File: config.mk
export PLATFORM = sky130hd
export DESIGN_NAME = vec_main_sequencer
export DESIGN_NICKNAME = d
export VERILOG_FILES = /design/src/hw/vec_pkg.sv /design/src/hw/vec_main_sequencer.sv
export SDC_FILE = /design/constraint.sdc
export NUM_CORES = 1
export LEC_CHECK = 0
export ABC_AREA = 1
export BUFFER_PORTS_ARGS = -buffer_cell sky130_fd_sc_hd__buf_4
export CELL_PAD_IN_SITES_DETAIL_PLACEMENT = 1
export CELL_PAD_IN_SITES_GLOBAL_PLACEMENT = 2
export CORE_UTILIZATION = 26
export CTS_CLUSTER_SIZE = 14
export DETAILED_ROUTE_END_ITERATION = 8
export PLACE_DENSITY_LB_ADDON = 0.1
export SYNTH_ARGS = -nofsm -noshare
export SYNTH_HDL_FRONTEND = slang
export SYNTH_SLANG_ARGS = --single-unit
File: constraint.sdc
create_clock -name clk_i -period 1.4 [get_ports clk_i]
set_clock_uncertainty 0.2 [all_clocks]
set_input_delay 0.28 -clock clk_i [delete_from_list [all_inputs] [get_ports clk_i]]
set_output_delay 0.28 -clock clk_i [all_outputs]
set_load 0.03 [all_outputs]
File: src/hw/vec_pkg.sv
/*
  Shared sizes and types of the vector unit. Elements are 32 bits only.
  A host vl must not exceed NrLanes * VrfDepth, and NrLanes must not exceed MaxLanes.
*/
package vec_pkg;

  // Register file geometry
  localparam int unsigned ElemWidth = 32;
  localparam int unsigned NrVRegs   = 8;
  localparam int unsigned VrfDepth  = 8;
  localparam int unsigned RowWidth  = $clog2(VrfDepth);

  // Instruction ids that may be in flight at once
  localparam int unsigned NrVInsn  = 4;
  localparam int unsigned MaxLanes = 8;

  // Operand queues per lane, one per ALU source
  localparam int unsigned NrOperandQueues = 2;

  typedef logic [$clog2(MaxLanes * VrfDepth + 1)-1:0] vl_t;
  typedef logic [$clog2(NrVInsn)-1:0]                 vid_t;
  typedef logic [$clog2(NrVRegs)-1:0]                 vreg_t;
  // Lane-local word address, register index above row
  typedef logic [$clog2(NrVRegs * VrfDepth)-1:0]      vaddr_t;

  typedef enum logic [2:0] {
    OP_ADD,
    OP_SUB,
    OP_AND,
    OP_OR,
    OP_XOR,
    OP_SLL
  } opcode_e;

  // Queue A carries vs1, queue B carries vs2
  typedef enum logic {
    OPQ_A = 1'b0,
    OPQ_B = 1'b1
  } opqueue_e;

  // Host instruction
  typedef struct packed {
    opcode_e opcode;
    vreg_t   vd;
    vreg_t   vs1;
    vreg_t   vs2;
    vl_t     vl;
    vl_t     vstart;
  } vec_req_t;

  // Broadcast to the lanes
  typedef struct packed {
    vid_t               id;
    opcode_e            opcode;
    vreg_t              vd;
    vreg_t              vs1;
    vreg_t              vs2;
    vl_t                vl;
    vl_t                vstart;
    logic [NrVInsn-1:0] hazard_vs1;
    logic [NrVInsn-1:0] hazard_vs2;
    // Live set of running ids, used to clear hazards
    logic [NrVInsn-1:0] vinsn_running;
  } pe_req_t;

  // Operand queue entry, vl and vstart are lane-local rows
  typedef struct packed {
    vid_t               id;
    vreg_t              vs;
    vl_t                vl;
    vl_t                vstart;
    logic [NrVInsn-1:0] hazard;
  } operand_cmd_t;

  // Lane ALU operation
  typedef struct packed {
    vid_t    id;
    opcode_e opcode;
    vreg_t   vd;
    vl_t     vl;
    vl_t     vstart;
  } lane_op_t;

endpackage

File: src/hw/vec_main_sequencer.sv
/*
  Accepts one host instruction at a time and broadcasts it to all lanes.
  Only read-after-write hazards are tracked. One id retires per cycle at most.
*/
`timescale 1ns/1ps

module vec_main_sequencer #(
  parameter int unsigned NrLanes = 4
) (
  input  logic                                           clk_i,
  input  logic                                           rst_ni,
  input  vec_pkg::vec_req_t                              req_i,
  input  logic                                           req_valid_i,
  output logic                                           req_ready_o,
  output vec_pkg::pe_req_t                               pe_req_o,
  output logic                                           pe_req_valid_o,
  input  logic [NrLanes-1:0]                             lane_ready_i,
  input  logic [NrLanes-1:0][vec_pkg::NrVInsn-1:0]       lane_done_i,
  output logic                                           done_o,
  output vec_pkg::vid_t                                  done_id_o,
  output logic                                           busy_o
);
  import vec_pkg::*;

  logic [NrVInsn-1:0]              running_q, running_d;
  vreg_t [NrVInsn-1:0]             vd_q;
  // Lanes that reported done, per id
  logic [NrVInsn-1:0][NrLanes-1:0] finished_q, finished_d;
  pe_req_t                         pe_req_q;
  logic                            pe_req_valid_q, pe_req_valid_d;
  logic                            free_valid, retire_valid, accept;
  vid_t                            free_id, retire_id;
  logic [NrVInsn-1:0]              hazard_vs1, hazard_vs2;

  always_comb begin : p_select
    free_valid   = 1'b0;
    free_id      = '0;
    retire_valid = 1'b0;
    retire_id    = '0;
    // Walk down so the lowest index wins
    for (int k = NrVInsn - 1; k >= 0; k--) begin
      if (!running_q[k]) begin
        free_valid = 1'b1;
        free_id    = vid_t'(k);
      end
      if (running_q[k] && (&finished_q[k])) begin
        retire_valid = 1'b1;
        retire_id    = vid_t'(k);
      end
      // RAW check against every running producer
      hazard_vs1[k] = running_q[k] && (vd_q[k] == req_i.vs1);
      hazard_vs2[k] = running_q[k] && (vd_q[k] == req_i.vs2);
    end
  end

  // No new instruction while a broadcast is still pending
  assign req_ready_o = free_valid && !pe_req_valid_q;
  assign accept      = req_valid_i && req_ready_o;

  always_comb begin : p_track
    running_d      = running_q;
    pe_req_valid_d = pe_req_valid_q;
    for (int k = 0; k < NrVInsn; k++) begin
      for (int l = 0; l < NrLanes; l++) begin
        finished_d[k][l] = finished_q[k][l] | lane_done_i[l][k];
      end
    end
    if (retire_valid) begin
      running_d[retire_id]  = 1'b0;
      finished_d[retire_id] = '0;
    end
    // Every lane ready in the same cycle ends the broadcast
    if (pe_req_valid_q && (&lane_ready_i)) begin
      pe_req_valid_d = 1'b0;
    end
    if (accept) begin
      running_d[free_id] = 1'b1;
      pe_req_valid_d     = 1'b1;
    end
  end

  always_ff @(posedge clk_i or negedge rst_ni) begin
    if (!rst_ni) begin
      running_q      <= '0;
      finished_q     <= '0;
      vd_q           <= '0;
      pe_req_q       <= '0;
      pe_req_valid_q <= 1'b0;
    end else begin
      running_q      <= running_d;
      finished_q     <= finished_d;
      pe_req_valid_q <= pe_req_valid_d;
      if (accept) begin
        vd_q[free_id] <= req_i.vd;
        pe_req_q      <= '{id: free_id, opcode: req_i.opcode, vd: req_i.vd, vs1: req_i.vs1,
                           vs2: req_i.vs2, vl: req_i.vl, vstart: req_i.vstart,
                           hazard_vs1: hazard_vs1, hazard_vs2: hazard_vs2,
                           vinsn_running: running_q};
      end
    end
  end

  // Lanes see the running set as it is now, not as it was at acceptance
  always_comb begin
    pe_req_o               = pe_req_q;
    pe_req_o.vinsn_running = running_q;
  end

  assign pe_req_valid_o = pe_req_valid_q;
  assign done_o         = retire_valid;
  assign done_id_o      = retire_id;
  assign busy_o         = (|running_q) || pe_req_valid_q;

endmodule

# == Yosys cells after proc, flatten, opt, wreduce, memory -nomap -nowiden ==
# Index checks and enable logic that the tools add are counted.
# totals
reg_bits,69
in_bits,49
out_inout_bits,46
elab_cells,108
# classes
order_cmp,4
n_eq_ne,8
muxes,30
bitwise,21
reduce_logical,26
# ops
cell,n
== test 3 bit,8
AND reduction 4 bit,5
logical AND 1 bit,17
AND 16 bit,1
2-to-1 mux 16 bit,1
2-to-1 mux 2 bit,8
NOT 16 bit,1
bitwise OR 1 bit,16
bitwise mux 12 bit,1
2-to-1 mux 1 bit,12
2-to-1 mux 4 bit,3
demux 4 bit (select 2 bit),1
demux 3 bit (select 2 bit),1
"less-than comparator 2 x 3 -> 1 bit, second input constant",2
AND 4 bit,1
demux 1 bit (select 2 bit),2
"greater-or-equal comparator 2 x 1 -> 1 bit, second input constant",2
NOT 4 bit,1
bitwise OR 4 bit,1
OR reduction 4 bit,1
2-to-1 mux 3 bit,1
nonzero test 2 bit,1
logical NOT 1 bit,1
logical OR 1 bit,1

# == Depth between registers and ports, before layout ==
# Gate-level depths: netlist (run 1).
# logic_depth
ltp_word,15
depth_mapped,9
depth_no_buf,7

# == Worst setup path before layout (run 1) ==
# OpenSTA, ideal clock, no wires.
# synth_path
path_kind,register to output
startpoint,register running_q[3]
endpoint,output port done_id_o[0]
arrival_ns,1.760
setup_slack_ns,-0.840
path_stages_with_launch,5
cell_sequence,dfrtp_1 inv_1 nor3_1 nand2_1 o21ai_0
# synth_between
elab_chain_len,5
# synth_lines
element,line,text
"start, declared",vec_main_sequencer.sv:25,"logic [NrVInsn-1:0] running_q, running_d;"
"start signal, assigned",vec_main_sequencer.sv:90,running_q <= running_d;
logical AND 1 bit,vec_main_sequencer.sv:46,if (running_q[k] && (&finished_q[k])) begin
2-to-1 mux 2 bit (4 in a row),vec_main_sequencer.sv:46,
"end, declared",vec_main_sequencer.sv:20,"output vec_pkg::vid_t done_id_o,"
# No other way between the ends.

# == Final worst setup path (run 1) ==
# layout_path
startpoint,register running_q[3]
endpoint,output port req_ready_o
# layout_between
elab_chain_len,5
# layout_lines
element,line,text
2-to-1 mux 1 bit (4 in a row),vec_main_sequencer.sv:42,if (!running_q[k]) begin
logical AND 1 bit,vec_main_sequencer.sv:57,assign req_ready_o = free_valid && !pe_req_valid_q;
"end, declared",vec_main_sequencer.sv:14,"output logic req_ready_o,"
# No other way between the ends.

==> results of run 1 <==
## synth_stat cells (all sizes together)
master  instances  share of area, %
a21oi           8               1.3
a31o            1              0.28
buf            10               2.8
dfrtp          69                55
inv            33               3.9
nand2         179                22
nand3          20               3.3
nand4           3              0.60
nor2           44               5.7
nor3            3              0.84
o211ai          8               1.9
o21ai          18               2.9
## layer usage
metal  global-route usage, %  wire, um  part of all wire (%)  vias to the layer above
met1                    23.0      4940                    43                     1679
met2                    33.5      5830                    51                       66
met4                    6.49       149                   1.3                        0
met5                       0         0                     0                        -
met3                    4.74       455                   4.0                       10
li1                        -         -                     -                     1672
## per-stage QoR
| step | instance area [um^2] | hold slack [ns] | util [%] |
|---|---|---|---|
| 2_1_floorplan | 3250 | -0.216 | - |
| 3_3_place_gp | 4330 | 0.0624 | 37.2 |
| 3_5_place_dp | 4330 | 0.0646 | 37.2 |
| 4_1_cts | 5740 | 0.00111 | 49.4 |
| 5_1_grt | 6030 | 0.0163 | 51.9 |
| 6_report | 6030 | 0.000499 | 51.9 |
## timing repair
item | 4_1_cts | 5_1_grt
endpoints found under the setup margin | 74 | 101
hold endpoints to repair | 102 | 1
pin swaps | 35 | 4
gates cloned | 9 | 0
hold buffers | 34 | 1
gates resized for setup | 104 | 28
setup buffers | 22 | 27
## area by class of cell
| type | count | area share (%) |
|---|---|---|
| Multi-Input combinational cell | 284 | 25.4 |
| Clock buffer | 12 | 4.25 |
| Inverter | 33 | 2.10 |
| Clock inverter | 4 | 1.16 |
| Tap cell | 143 | 2.97 |
| Timing Repair Buffer | 216 | 35.4 |
| Sequential cell | 69 | 28.7 |
## cell families after synthesis
group | count (synthesis) | share of synthesized area [%]
AND/OR/NAND/NOR | 249 | 32.0
flip-flops | 69 | 54.9
buffers and inverters | 43 | 6.72
AO/OA/AOI/OAI | 35 | 6.33
## critical path: cells and delay by family, from the launching register on
family / cells / cell delay, ns
flops: 1 / 0.44
buf+inv: 3 / 0.41
simple gates: 3 / 0.19
## sequential cells by signal, indices dropped and copies added (netlist names)
register        count
finished_q         16
pe_req_valid_o      1
vd_q               12
running_q           4
pe_req_o           36
## power by group through the flow
stage / clock network [mW] / logic, mW / registers, mW
3_5_place_dp: 0 / 5.08 / 3.44
4_1_cts: 2.59 / 6.47 / 3.49
2_1_floorplan: 0 / 2.16 / 4.28
6_report: 2.55 / 7.09 / 3.48
3_3_place_gp: 0 / 5.00 / 3.40
5_1_grt: 2.69 / 7.67 / 3.59
## placed cells by master (no fill, tap or decap)
cell type and count:
o211ai_1 8, buf_16 7, nand2_4 7, a31o_4 1, bufinv_16 2, inv_2 7, inv_4 1, buf_12 10
clkinv_2 2, dfrtp_1 64, o21ai_2 11, nand3_4 2, dlygate4sd3_1 35, nor3_4 2, nand4_1 3, nand2_2 37
nor2_4 9, buf_6 38, dfrtp_2 5, clkbuf_8 2, clkbuf_16 9, nor2_1 32, nand3_1 12, nand2_1 135
o21ai_4 1, buf_4 124, nor2_2 3, clkbuf_1 1, nor3_2 1, inv_1 25, nand3_2 6, a21oi_1 8
o21ai_1 6, buf_8 2
## how the worst max path moves through the flow
| stage | startpoint | end | cells past startpoint |
|---|---|---|---|
| 2_1_floorplan | running_q[3]$_DFF_PN0_ | done_id_o[0] | 4 |
| 3_3_place_gp | finished_q[12]$_DFF_PN0_ | done_id_o[0] | 5 |
| 3_5_place_dp | running_q[2]$_DFF_PN0_ | done_id_o[0] | 6 |
| 4_1_cts | running_q[3]$_DFF_PN0_ | done_id_o[0] | 5 |
| 5_1_grt | running_q[2]$_DFF_PN0_ | done_id_o[0] | 6 |
| 6_report | running_q[3]$_DFF_PN0_ | req_ready_o | 6 |
==> impl_results.md, run 1 <==
* Placer congestion estimate at 0.710
* Die Span Y at 112 um
* Post-synthesis cell area at 0.00314 mm^2
* Die area at 0.0125 mm^2
* Fin crit share at 134%
* Failing checks: design-rule violations, negative setup slack
* DP Worst Slack at -0.180 ns
* Via count of the first global-routing pass at 3686
* Power Total at 13.1 mW
* Area of the multi-input gates at 0.00153 mm^2
* CP Data Arrival Time at 1.39 ns
* Final setup fails at 64
* Run status: finished with violations
* Unique masters post-synth at 18
* Mapped Avg Cell Area at 7.94 um^2
* Share of post-route cells with drive strength above 1 at 46.8%
* Top fanout value on the critical path at 4
* Num CTS Buffers at 9
* I/O pin total at 95
* Max VDD drop at 0.00123 V
* Wire length per cell at 14.9 um
* Mapped Cells at 396
* Pre-antenna DRT Iters at 6
* Non-filler cells, final at 761
* Sequential share of the synthesized area at 54.9%
* DRT iter0 DRCs at 71
* Hold Fails Final Rpt at 0
* Root Buffer: clkbuf_16
* Wirelength, routed at 11400 um
* Layout area overhead at 91.8%
* Pint at 7.85 mW
* ANT cells at 0
* DRC violations left at 3
* Hold Path Stages at 3
* CP Cell Sequence: buf_4 -> nand2_4 -> nor2_4 -> buf_4 -> nor2_4 -> buf_6
* Worst min path class: in2reg
* Setup TNS at -20.77 ns
* Detailed Place HPWL at 7080 um
* Kind of critical path: reg2out
* R2R Path End: pe_req_o[28]$_DFFE_PN0P_
* H-tree depth at 3
* Worst Path Required at 0.92 ns
* Maxcap violations at 0
* Sequential fraction of design power at 26.5%
* IO buf count at 94
* CP max-delay cell: dfrtp_2
* TritonCTS clock tree: yes
* Reg area at 0.00173 mm^2
* Initial antenna violation count at 0
* R2R depth at 11
* Flop2flop setup slack at -0.41 ns
* Placement row count at 39
* Logic pwr share at 54.0%
* Total GRT Usage at 19.2%
* Routed via count at 3427
* Vias per inst at 4.50
* Clock buffer depth at 2
* RSZ-0062 raised after global routing: yes
* Post-Syn Nets at 445
* Ys Warns at 0
* Static Leak at 3.07 nW
* Reg2reg start: running_q[3]$_DFF_PN0_
* Starting Density at 27.1%
* Hold wc startpoint: req_i[22]
* Largest net degree at the start of global routing at 44
* Filler Cells Inserted at 1334
* Net load switching power at 5.27 mW
* Core area at 0.0116 mm^2
* GRT overflow at 0
* Crit start category: flop
* Layout Nets at 662
* First-pass GRT wire length at 18400 um
* Sw Share at 40.2%
* CTS Sinks at 69
* Yosys reg bits at 69
* Measured slew at the worst slew-check pin at 0.259 ns
* Pwr dens at 2180 mW/mm^2
* Antenna viol nets, final at 0
* Die Wd at 112 um
* Min cycle time layout at 1.87 ns
* DP Cell Count at 655
* Clock share of power at 19.4%
* Fmax achieved at 0.535 GHz
* Worst hold endpoint: vd_q[11]$_DFFE_PN0P_
* Crit end category: output port
* Clock Pin Slew Worst Setup and Hold Paths at 0.06 ns
* Clock Latency Late Sink at 0.34 ns
* Final Max Slew Viols at 0
* Worst rel slew slack at 82.7%
* Worst Slack Setup Final at -0.469 ns
* Slowest stage delay, CP at 0.44 ns
Note: power is estimated with default switching activity, not from simulation.
==> run 2: changes to the inputs <==
--- a/config.mk
+++ b/config.mk
@@ -13,6 +13,7 @@
 export CTS_CLUSTER_SIZE = 14
 export DETAILED_ROUTE_END_ITERATION = 8
 export PLACE_DENSITY_LB_ADDON = 0.1
+export SETUP_SLACK_MARGIN = 0.05
 export SYNTH_ARGS = -nofsm -noshare
 export SYNTH_HDL_FRONTEND = slang
 export SYNTH_SLANG_ARGS = --single-unit
==> run 2 against run 1 <==
Effect of this change: the flow still finishes with violations (design-rule violations, negative setup slack); routed wire length fell by 0.67%; total power fell by 0.16%; sequential cell count did not move; core utilization rose by 1.3 points; critical path depth did not move; via count fell by 1.8%; die area did not move; sequential power rose by 2%; design area rose by 2.5%; non-clock buffer count fell by 8; register-to-register slack got worse by 0.04 ns; sequential share of layout area fell by 0.71 points.
==> impl_results.md, run 2 (same netlist as run 1, synthesis figures left out) <==
* Run status: finished with violations
* Failing checks: design-rule violations, negative setup slack
* Worst Slack Setup Final at -0.456 ns (+0.0133 ns)
* Via count of the first global-routing pass at 3638 (-1.3%)
* Placement row count at 39 (unchanged)
* Crit end category: output port
* RSZ-0062 raised after global routing: yes
* Worst min path class: in2reg
* Measured slew at the worst slew-check pin at 0.288 ns (+0.0287 ns)
* Static Leak at 3.18 nW (+3.9%)
* DRT iter0 DRCs at 75 (+5.6%)
* IO buf count at 94 (unchanged)
* Filler Cells Inserted at 1309 (-1.9%)
* Routed via count at 3365 (-1.8%)
* Wire length per cell at 15.0 um (+0.39%)
* ANT cells at 0 (unchanged)
* Pre-antenna DRT Iters at 6 (unchanged)
* Worst rel slew slack at 80.8% (-1.9 points)
* Vias per inst at 4.47 (-0.77%)
* Num CTS Buffers at 9 (unchanged)
* GRT overflow at 0 (unchanged)
* Initial antenna violation count at 0 (unchanged)
* Commonest non-fill, non-tap cell in the layout: nand2_1
* Final Max Slew Viols at 0 (unchanged)
* Dpl cell area at 0.00430 mm^2 (-0.67%)
* CTS Sinks at 69 (unchanged)
* DRC violations left at 2 (-1)
* Reg2reg start: running_q[0]$_DFF_PN0_
* Fin crit share at 133% (-0.95 points)
* Crit start category: flop
* Largest net degree at the start of global routing at 30 (-32%)
* CP max-delay cell: dfrtp_2
* CP Data Arrival Time at 1.38 ns (about the same)
* Maxcap violations at 0 (unchanged)
* R2R depth at 10 (-1)
* Die Span Y at 112 um (unchanged)
* Layout area overhead at 96.7%
* Antenna viol nets, final at 0 (unchanged)
* Clock Pin Slew Worst Setup and Hold Paths at 0.06 ns (about the same)
* Slowest stage delay, CP at 0.45 ns (about the same)
* Starting Density at 27.1% (unchanged)
* Max FFs per register at 36 (unchanged)
* First-pass GRT wire length at 18100 um (-2.0%)
* DP Cell Count at 652 (-0.46%)
* Clock buffer depth at 2 (unchanged)
* Wirelength, routed at 11300 um (-0.67%)
* CP Cell Sequence: nand2_4 -> nor2_4 -> nor2_4 -> inv_2 -> nor2_4 -> buf_6
* Most frequent cells in the layout: 105 x nand2_1, 90 x buf_4, 69 x buf_6
* Die Wd at 112 um (unchanged)
* Share of post-route cells with drive strength above 1 at 51.6% (+4.9 points)
* Hold Path Stages at 3 (unchanged)
* Hold Fails Final Rpt at 0 (unchanged)
* Worst hold endpoint: pe_req_o[33]$_DFFE_PN0P_
* Hold wc startpoint: req_i[21]
* Final instance area at 0.00618 mm^2 (+2.5%)
* TritonCTS clock tree: yes
* H-tree depth at 3 (unchanged)
* Core area at 0.0116 mm^2 (unchanged)
* Most used cell, CP: nor2_4
* Root Buffer: clkbuf_16
* Top fanout value on the critical path at 4 (unchanged)
* Non-filler cells, final at 753 (-1.1%)
* Final setup fails at 64 (unchanged)
* Flop2flop setup slack at -0.45 ns (-0.04 ns)
* Total GRT Usage at 18.5% (-0.61 points)
* Clock Latency Late Sink at 0.34 ns (about the same)
* Buf/Inv on CP at 2 (-1)
* Detailed Place HPWL at 7070 um (about the same)
* Fmax achieved at 0.539 GHz (+0.72%)
* Kind of critical path: reg2out
* R2R Path End: pe_req_o[15]$_DFFE_PN0P_
* Max VDD drop at 0.00136 V (+10%)
* Layout Nets at 654 (-1.2%)
* Die area at 0.0125 mm^2 (unchanged)
* I/O pin total at 95 (unchanged)
* Pwr dens at 2120 mW/mm^2 (-2.6%)
* Worst path top cell family by delay: flip-flops
* Worst Path Required at 0.92 ns (about the same)
* Placer congestion estimate at 0.742 (+4.5%)
* Min cycle time layout at 1.86 ns (-0.0133 ns)
[run 2: cell types whose count changed in the layout (fill, tap and decap cells not counted), moves of 4 or more]
cell	previous run	this run
buf_16	7	3
buf_4	124	90
buf_6	38	69
nand2_1	135	105
nand2_2	37	46
nand2_4	7	26
[run 2: worst reg2reg max path, cell delays in order, from the launching register on]
cell and delay (ns):
dfrtp_2 0.46, buf_12 0.15, nand2_8 0.06, nor2_4 0.04, buf_6 0.11, nor3_4 0.22, buf_4 0.16, buf_8 0.12
buf_12 0.15, nand2_2 0.05, nand2_1 0.06
[run 2: power by group]
| group | internal (mW) | switching [mW] |
|---|---|---|
| Clock | 1.29 | 0.862 |
| Combinational | 3.53 | 3.88 |
| Sequential | 2.81 | 0.734 |
[run 2: per-layer routing]
layer	vias up	GRT usage (%)	routed length, um
met5	-	0	0
met4	0	5.96	148
met3	12	4.95	442
met2	62	31.8	5860
met1	1637	22.6	4850
li1	1654	-	-
[run 2: how the worst max path moves through the flow]
stage          slack [ns]  depth (start not counted)                     start      endpoint
3_5_place_dp        -0.18                          5  finished_q[13]$_DFF_PN0_  done_id_o[0]
5_1_grt             -0.53                          5  finished_q[15]$_DFF_PN0_  done_id_o[0]
2_1_floorplan       -0.19                          4    running_q[3]$_DFF_PN0_  done_id_o[0]
3_3_place_gp        -0.18                          5  finished_q[12]$_DFF_PN0_  done_id_o[0]
4_1_cts             -0.46                          5  finished_q[15]$_DFF_PN0_  done_id_o[0]
6_report            -0.46                          6    running_q[0]$_DFF_PN0_  done_id_o[1]
[run 2: layout make-up]
cell class              count  area, um^2  area share, %
well taps                 143         179           2.89
clock buffers              12         256           4.15
inverters                  33         131           2.12
clock inverters             4        22.5          0.364
multi-input cells         284        1750           28.2
repair buffers            208        2120           34.2
flip-flops and latches     69        1730           28.0
[run 2: per-stage QoR]
stage	utilization [%]	power (mW)	setup WS, ns	setup TNS (ns)	hold WS [ns]
2_1_floorplan	-	6.46	-0.188	-6.38	-0.216
3_3_place_gp	37.0	8.32	-0.182	-4.66	-0.0173
3_5_place_dp	37.0	8.42	-0.185	-6.45	-0.0149
4_1_cts	49.4	12.3	-0.462	-17.40	0.000291
5_1_grt	53.2	13.9	-0.527	-26.10	0.00618
6_report	53.2	13.1	-0.456	-21.48	0.00197
[run 2: what timing repair did]
action	4_1_cts	5_1_grt
endpoints found under the setup margin	110	115
resized for setup	134	84
buffers inserted	28	24
pin swaps	24	23
cloned	5	2
hold endpoints to repair	102	0
hold buffers	34	0
==> run 3: changes to the inputs <==
--- a/config.mk
+++ b/config.mk
@@ -12,8 +12,9 @@
 export CORE_UTILIZATION = 26
 export CTS_CLUSTER_SIZE = 14
 export DETAILED_ROUTE_END_ITERATION = 8
-export PLACE_DENSITY_LB_ADDON = 0.1
+export PLACE_DENSITY_LB_ADDON = 0.3
 export SETUP_SLACK_MARGIN = 0.05
+export SLEW_MARGIN = 20
 export SYNTH_ARGS = -nofsm -noshare
 export SYNTH_HDL_FRONTEND = slang
 export SYNTH_SLANG_ARGS = --single-unit
==> run 3 against run 2 <==
Effect of this change: via count grew 0.33%; count of clock-buffer cells in the layout shrank 2; maximum frequency shrank 0.77%; register-to-register slack gained 0.02 ns; largest power group unchanged; die area is the same; the flow still finishes with violations (design-rule violations, negative setup slack); setup slack lost 0.014 ns.
==> impl_results.md, run 3 (same netlist as run 1, synthesis figures left out) <==
* Run status: finished with violations
* Failing checks: design-rule violations, negative setup slack
* Starting Density at 27.1% (unchanged)
* Root Buffer: clkbuf_16
* Top fanout value on the critical path at 4 (unchanged)
* IO buf count at 94 (unchanged)
* Core Util, Final at 52.3% (-0.92 points)
* Fmax achieved at 0.535 GHz (-0.77%)
* Via count of the first global-routing pass at 3600 (-1.0%)
* CP Data Arrival Time at 1.39 ns (about the same)
* Static Leak at 3.10 nW (-2.6%)
* Share of post-route cells with drive strength above 1 at 44.2% (-7.4 points)
* Flop2flop setup slack at -0.43 ns (+0.02 ns)
* Wire length per cell at 14.6 um (-2.6%)
* DRC violations left at 5 (+3)
* Antenna viol nets, final at 0 (unchanged)
* Crit end category: output port
* Routed via count at 3376 (+0.33%)
* Clock Latency Late Sink at 0.33 ns (about the same)
* Num CTS Buffers at 9 (unchanged)
* Placement row count at 39 (unchanged)
* Fin crit share at 134% (+1.0 points)
* Crit start category: flop
* DRT iter0 DRCs at 70 (-6.7%)
* Layout area overhead at 93.3%
* Final setup fails at 71 (+11%)
* Core area at 0.0116 mm^2 (unchanged)
* First-pass GRT wire length at 17900 um (-1.1%)
* Detailed Place HPWL at 7080 um (+0.15%)
* Wirelength, routed at 11200 um (-1.0%)
* Die Wd at 112 um (unchanged)
* Clock Pin Slew Worst Setup and Hold Paths at 0.06 ns (about the same)
* Min Hold Slack at 0.00304 ns (+0.00107 ns)
* Die area at 0.0125 mm^2 (unchanged)
* Placer congestion estimate at 0.723 (-2.6%)
* Commonest non-fill, non-tap cell in the layout: nand2_1
* Reg2reg start: running_q[3]$_DFF_PN0_
* Die Span Y at 112 um (unchanged)
* Largest net degree at the start of global routing at 29 (-3.3%)
* Min cycle time layout at 1.87 ns (+0.0144 ns)
* Power Total at 13.6 mW (+3.5%)
* Sequential fraction of design power at 26.1% (-0.9 points)
* Vias per inst at 4.41 (-1.2%)
* Worst setup path start: running_q[3]$_DFF_PN0_
* ANT cells at 0 (unchanged)
* TritonCTS clock tree: yes
* Worst min path class: in2reg
* Worst Slack Setup Final at -0.470 ns (-0.0144 ns)
* Sw Share at 39.4% (-2.4 points)
* Pint at 8.21 mW (+7.7%)
* Clock share of power at 19.6% (+3.2 points)
* Clock buffer depth at 2 (unchanged)
* Logic pwr share at 54.2% (-2.4 points)
* GRT overflow at 0 (unchanged)
* Initial antenna violation count at 0 (unchanged)
* Pwr dens at 2230 mW/mm^2 (+5.3%)
* CTS Sinks at 69 (unchanged)
* Net load switching power at 5.34 mW (-2.5%)
* Max VDD drop at 0.00116 V (-14%)
* Worst rel slew slack at 79.0% (-1.8 points)
* Total GRT Usage at 18.4% (-0.18 points)
* Most frequent cells in the layout: 156 x nand2_1, 112 x buf_4, 64 x dfrtp_1
* Max FFs per register at 36 (unchanged)
* Worst Path Required at 0.92 ns (about the same)
* RSZ-0062 raised after global routing: yes
* I/O pin total at 95 (unchanged)
* Hold wc startpoint: req_i[22]
* Kind of critical path: reg2out
* Maxcap violations at 0 (unchanged)
* Layout Nets at 666 (+1.8%)
* Hold Fails Final Rpt at 0 (unchanged)
* Measured slew at the worst slew-check pin at 0.315 ns (+0.0273 ns)
* H-tree depth at 3 (unchanged)
* Final Max Slew Viols at 0 (unchanged)
* Pre-antenna DRT Iters at 6 (unchanged)
* Filler Cells Inserted at 1327 (+1.4%)
run 3: changes by cell type in the layout (fill, tap and decap cells not counted), sizes merged:
| cell | previous run | this run |
|---|---|---|
| bufinv | 0 | 3 |
| bufbuf | 0 | 1 |
| buf | 172 | 186 |
| clkinv | 3 | 1 |
| clkbuf | 14 | 10 |
| clkinvlp | 1 | 2 |
| dlygate4sd3 | 34 | 33 |
run 3: path summary, 6_finish.rpt:
path	to	cells after the start
worst max-delay path	req_ready_o	6
worst min-delay path	vd_q[5]$_DFFE_PN0P_	3
worst max register to register	pe_req_o[33]$_DFFE_PN0P_	11
worst min register to register	vd_q[1]$_DFFE_PN0P_	2
max in group asynchronous	pe_req_o[15]$_DFFE_PN0P_	3
min in group asynchronous	vd_q[4]$_DFFE_PN0P_	2
run 3: layer usage:
layer / vias to the layer above / part of all wire [%] / GRT usage, %
li1: 1688 / - / -
met1: 1613 / 44 / 22.7
met2: 69 / 51 / 32.2
met3: 6 / 4.1 / 4.19
met4: 0 / 0.89 / 4.80
met5: - / 0 / 0
run 3: cell type report:
| cell class | instances | area [um^2] | share of cell area (%) |
|---|---|---|---|
| clock buffer | 10 | 239 | 3.93 |
| clock inverter | 6 | 110 | 1.81 |
| inverter | 33 | 131 | 2.16 |
| multi-input combinational | 284 | 1510 | 24.9 |
| sequential | 69 | 1730 | 28.5 |
| tap | 143 | 179 | 2.94 |
| timing repair buffer | 220 | 2170 | 35.7 |
run 3: worst max-delay path: stages (launching register included):
cell and delay [ns]:
dfrtp_2 0.44, buf_4 0.15, nand2_4 0.08, nor2_4 0.05, buf_4 0.13, nor2_4 0.07
buf_6 0.13
run 3: repair_timing:
item	4_1_cts	5_1_grt
buffers inserted	24	26
endpoints found under the hold margin	101	0
cloned	6	0
pin swaps	10	10
hold buffers	33	0
resized for setup	95	33
endpoints found under the setup margin	111	111
run 3: power groups by stage:
stage	clock, mW	combinational (mW)	sequential, mW
after floorplan	0	2.18	4.28
after global placement	0	5.00	3.41
after detailed placement	0	5.11	3.45
after CTS	2.72	6.62	3.51
after global routing	2.81	7.91	3.64
final	2.66	7.35	3.54
run 3: through the flow:
step	std cells	TNS (ns)	setup WS (ns)	cell area (um^2)
floorplan	396	-6.38	-0.188	3260
global placement	660	-3.13	-0.176	4360
detailed placement	660	-4.36	-0.207	4360
CTS	739	-18.34	-0.486	5750
global route	765	-25.43	-0.546	6080
finish	765	-20.75	-0.470	6080
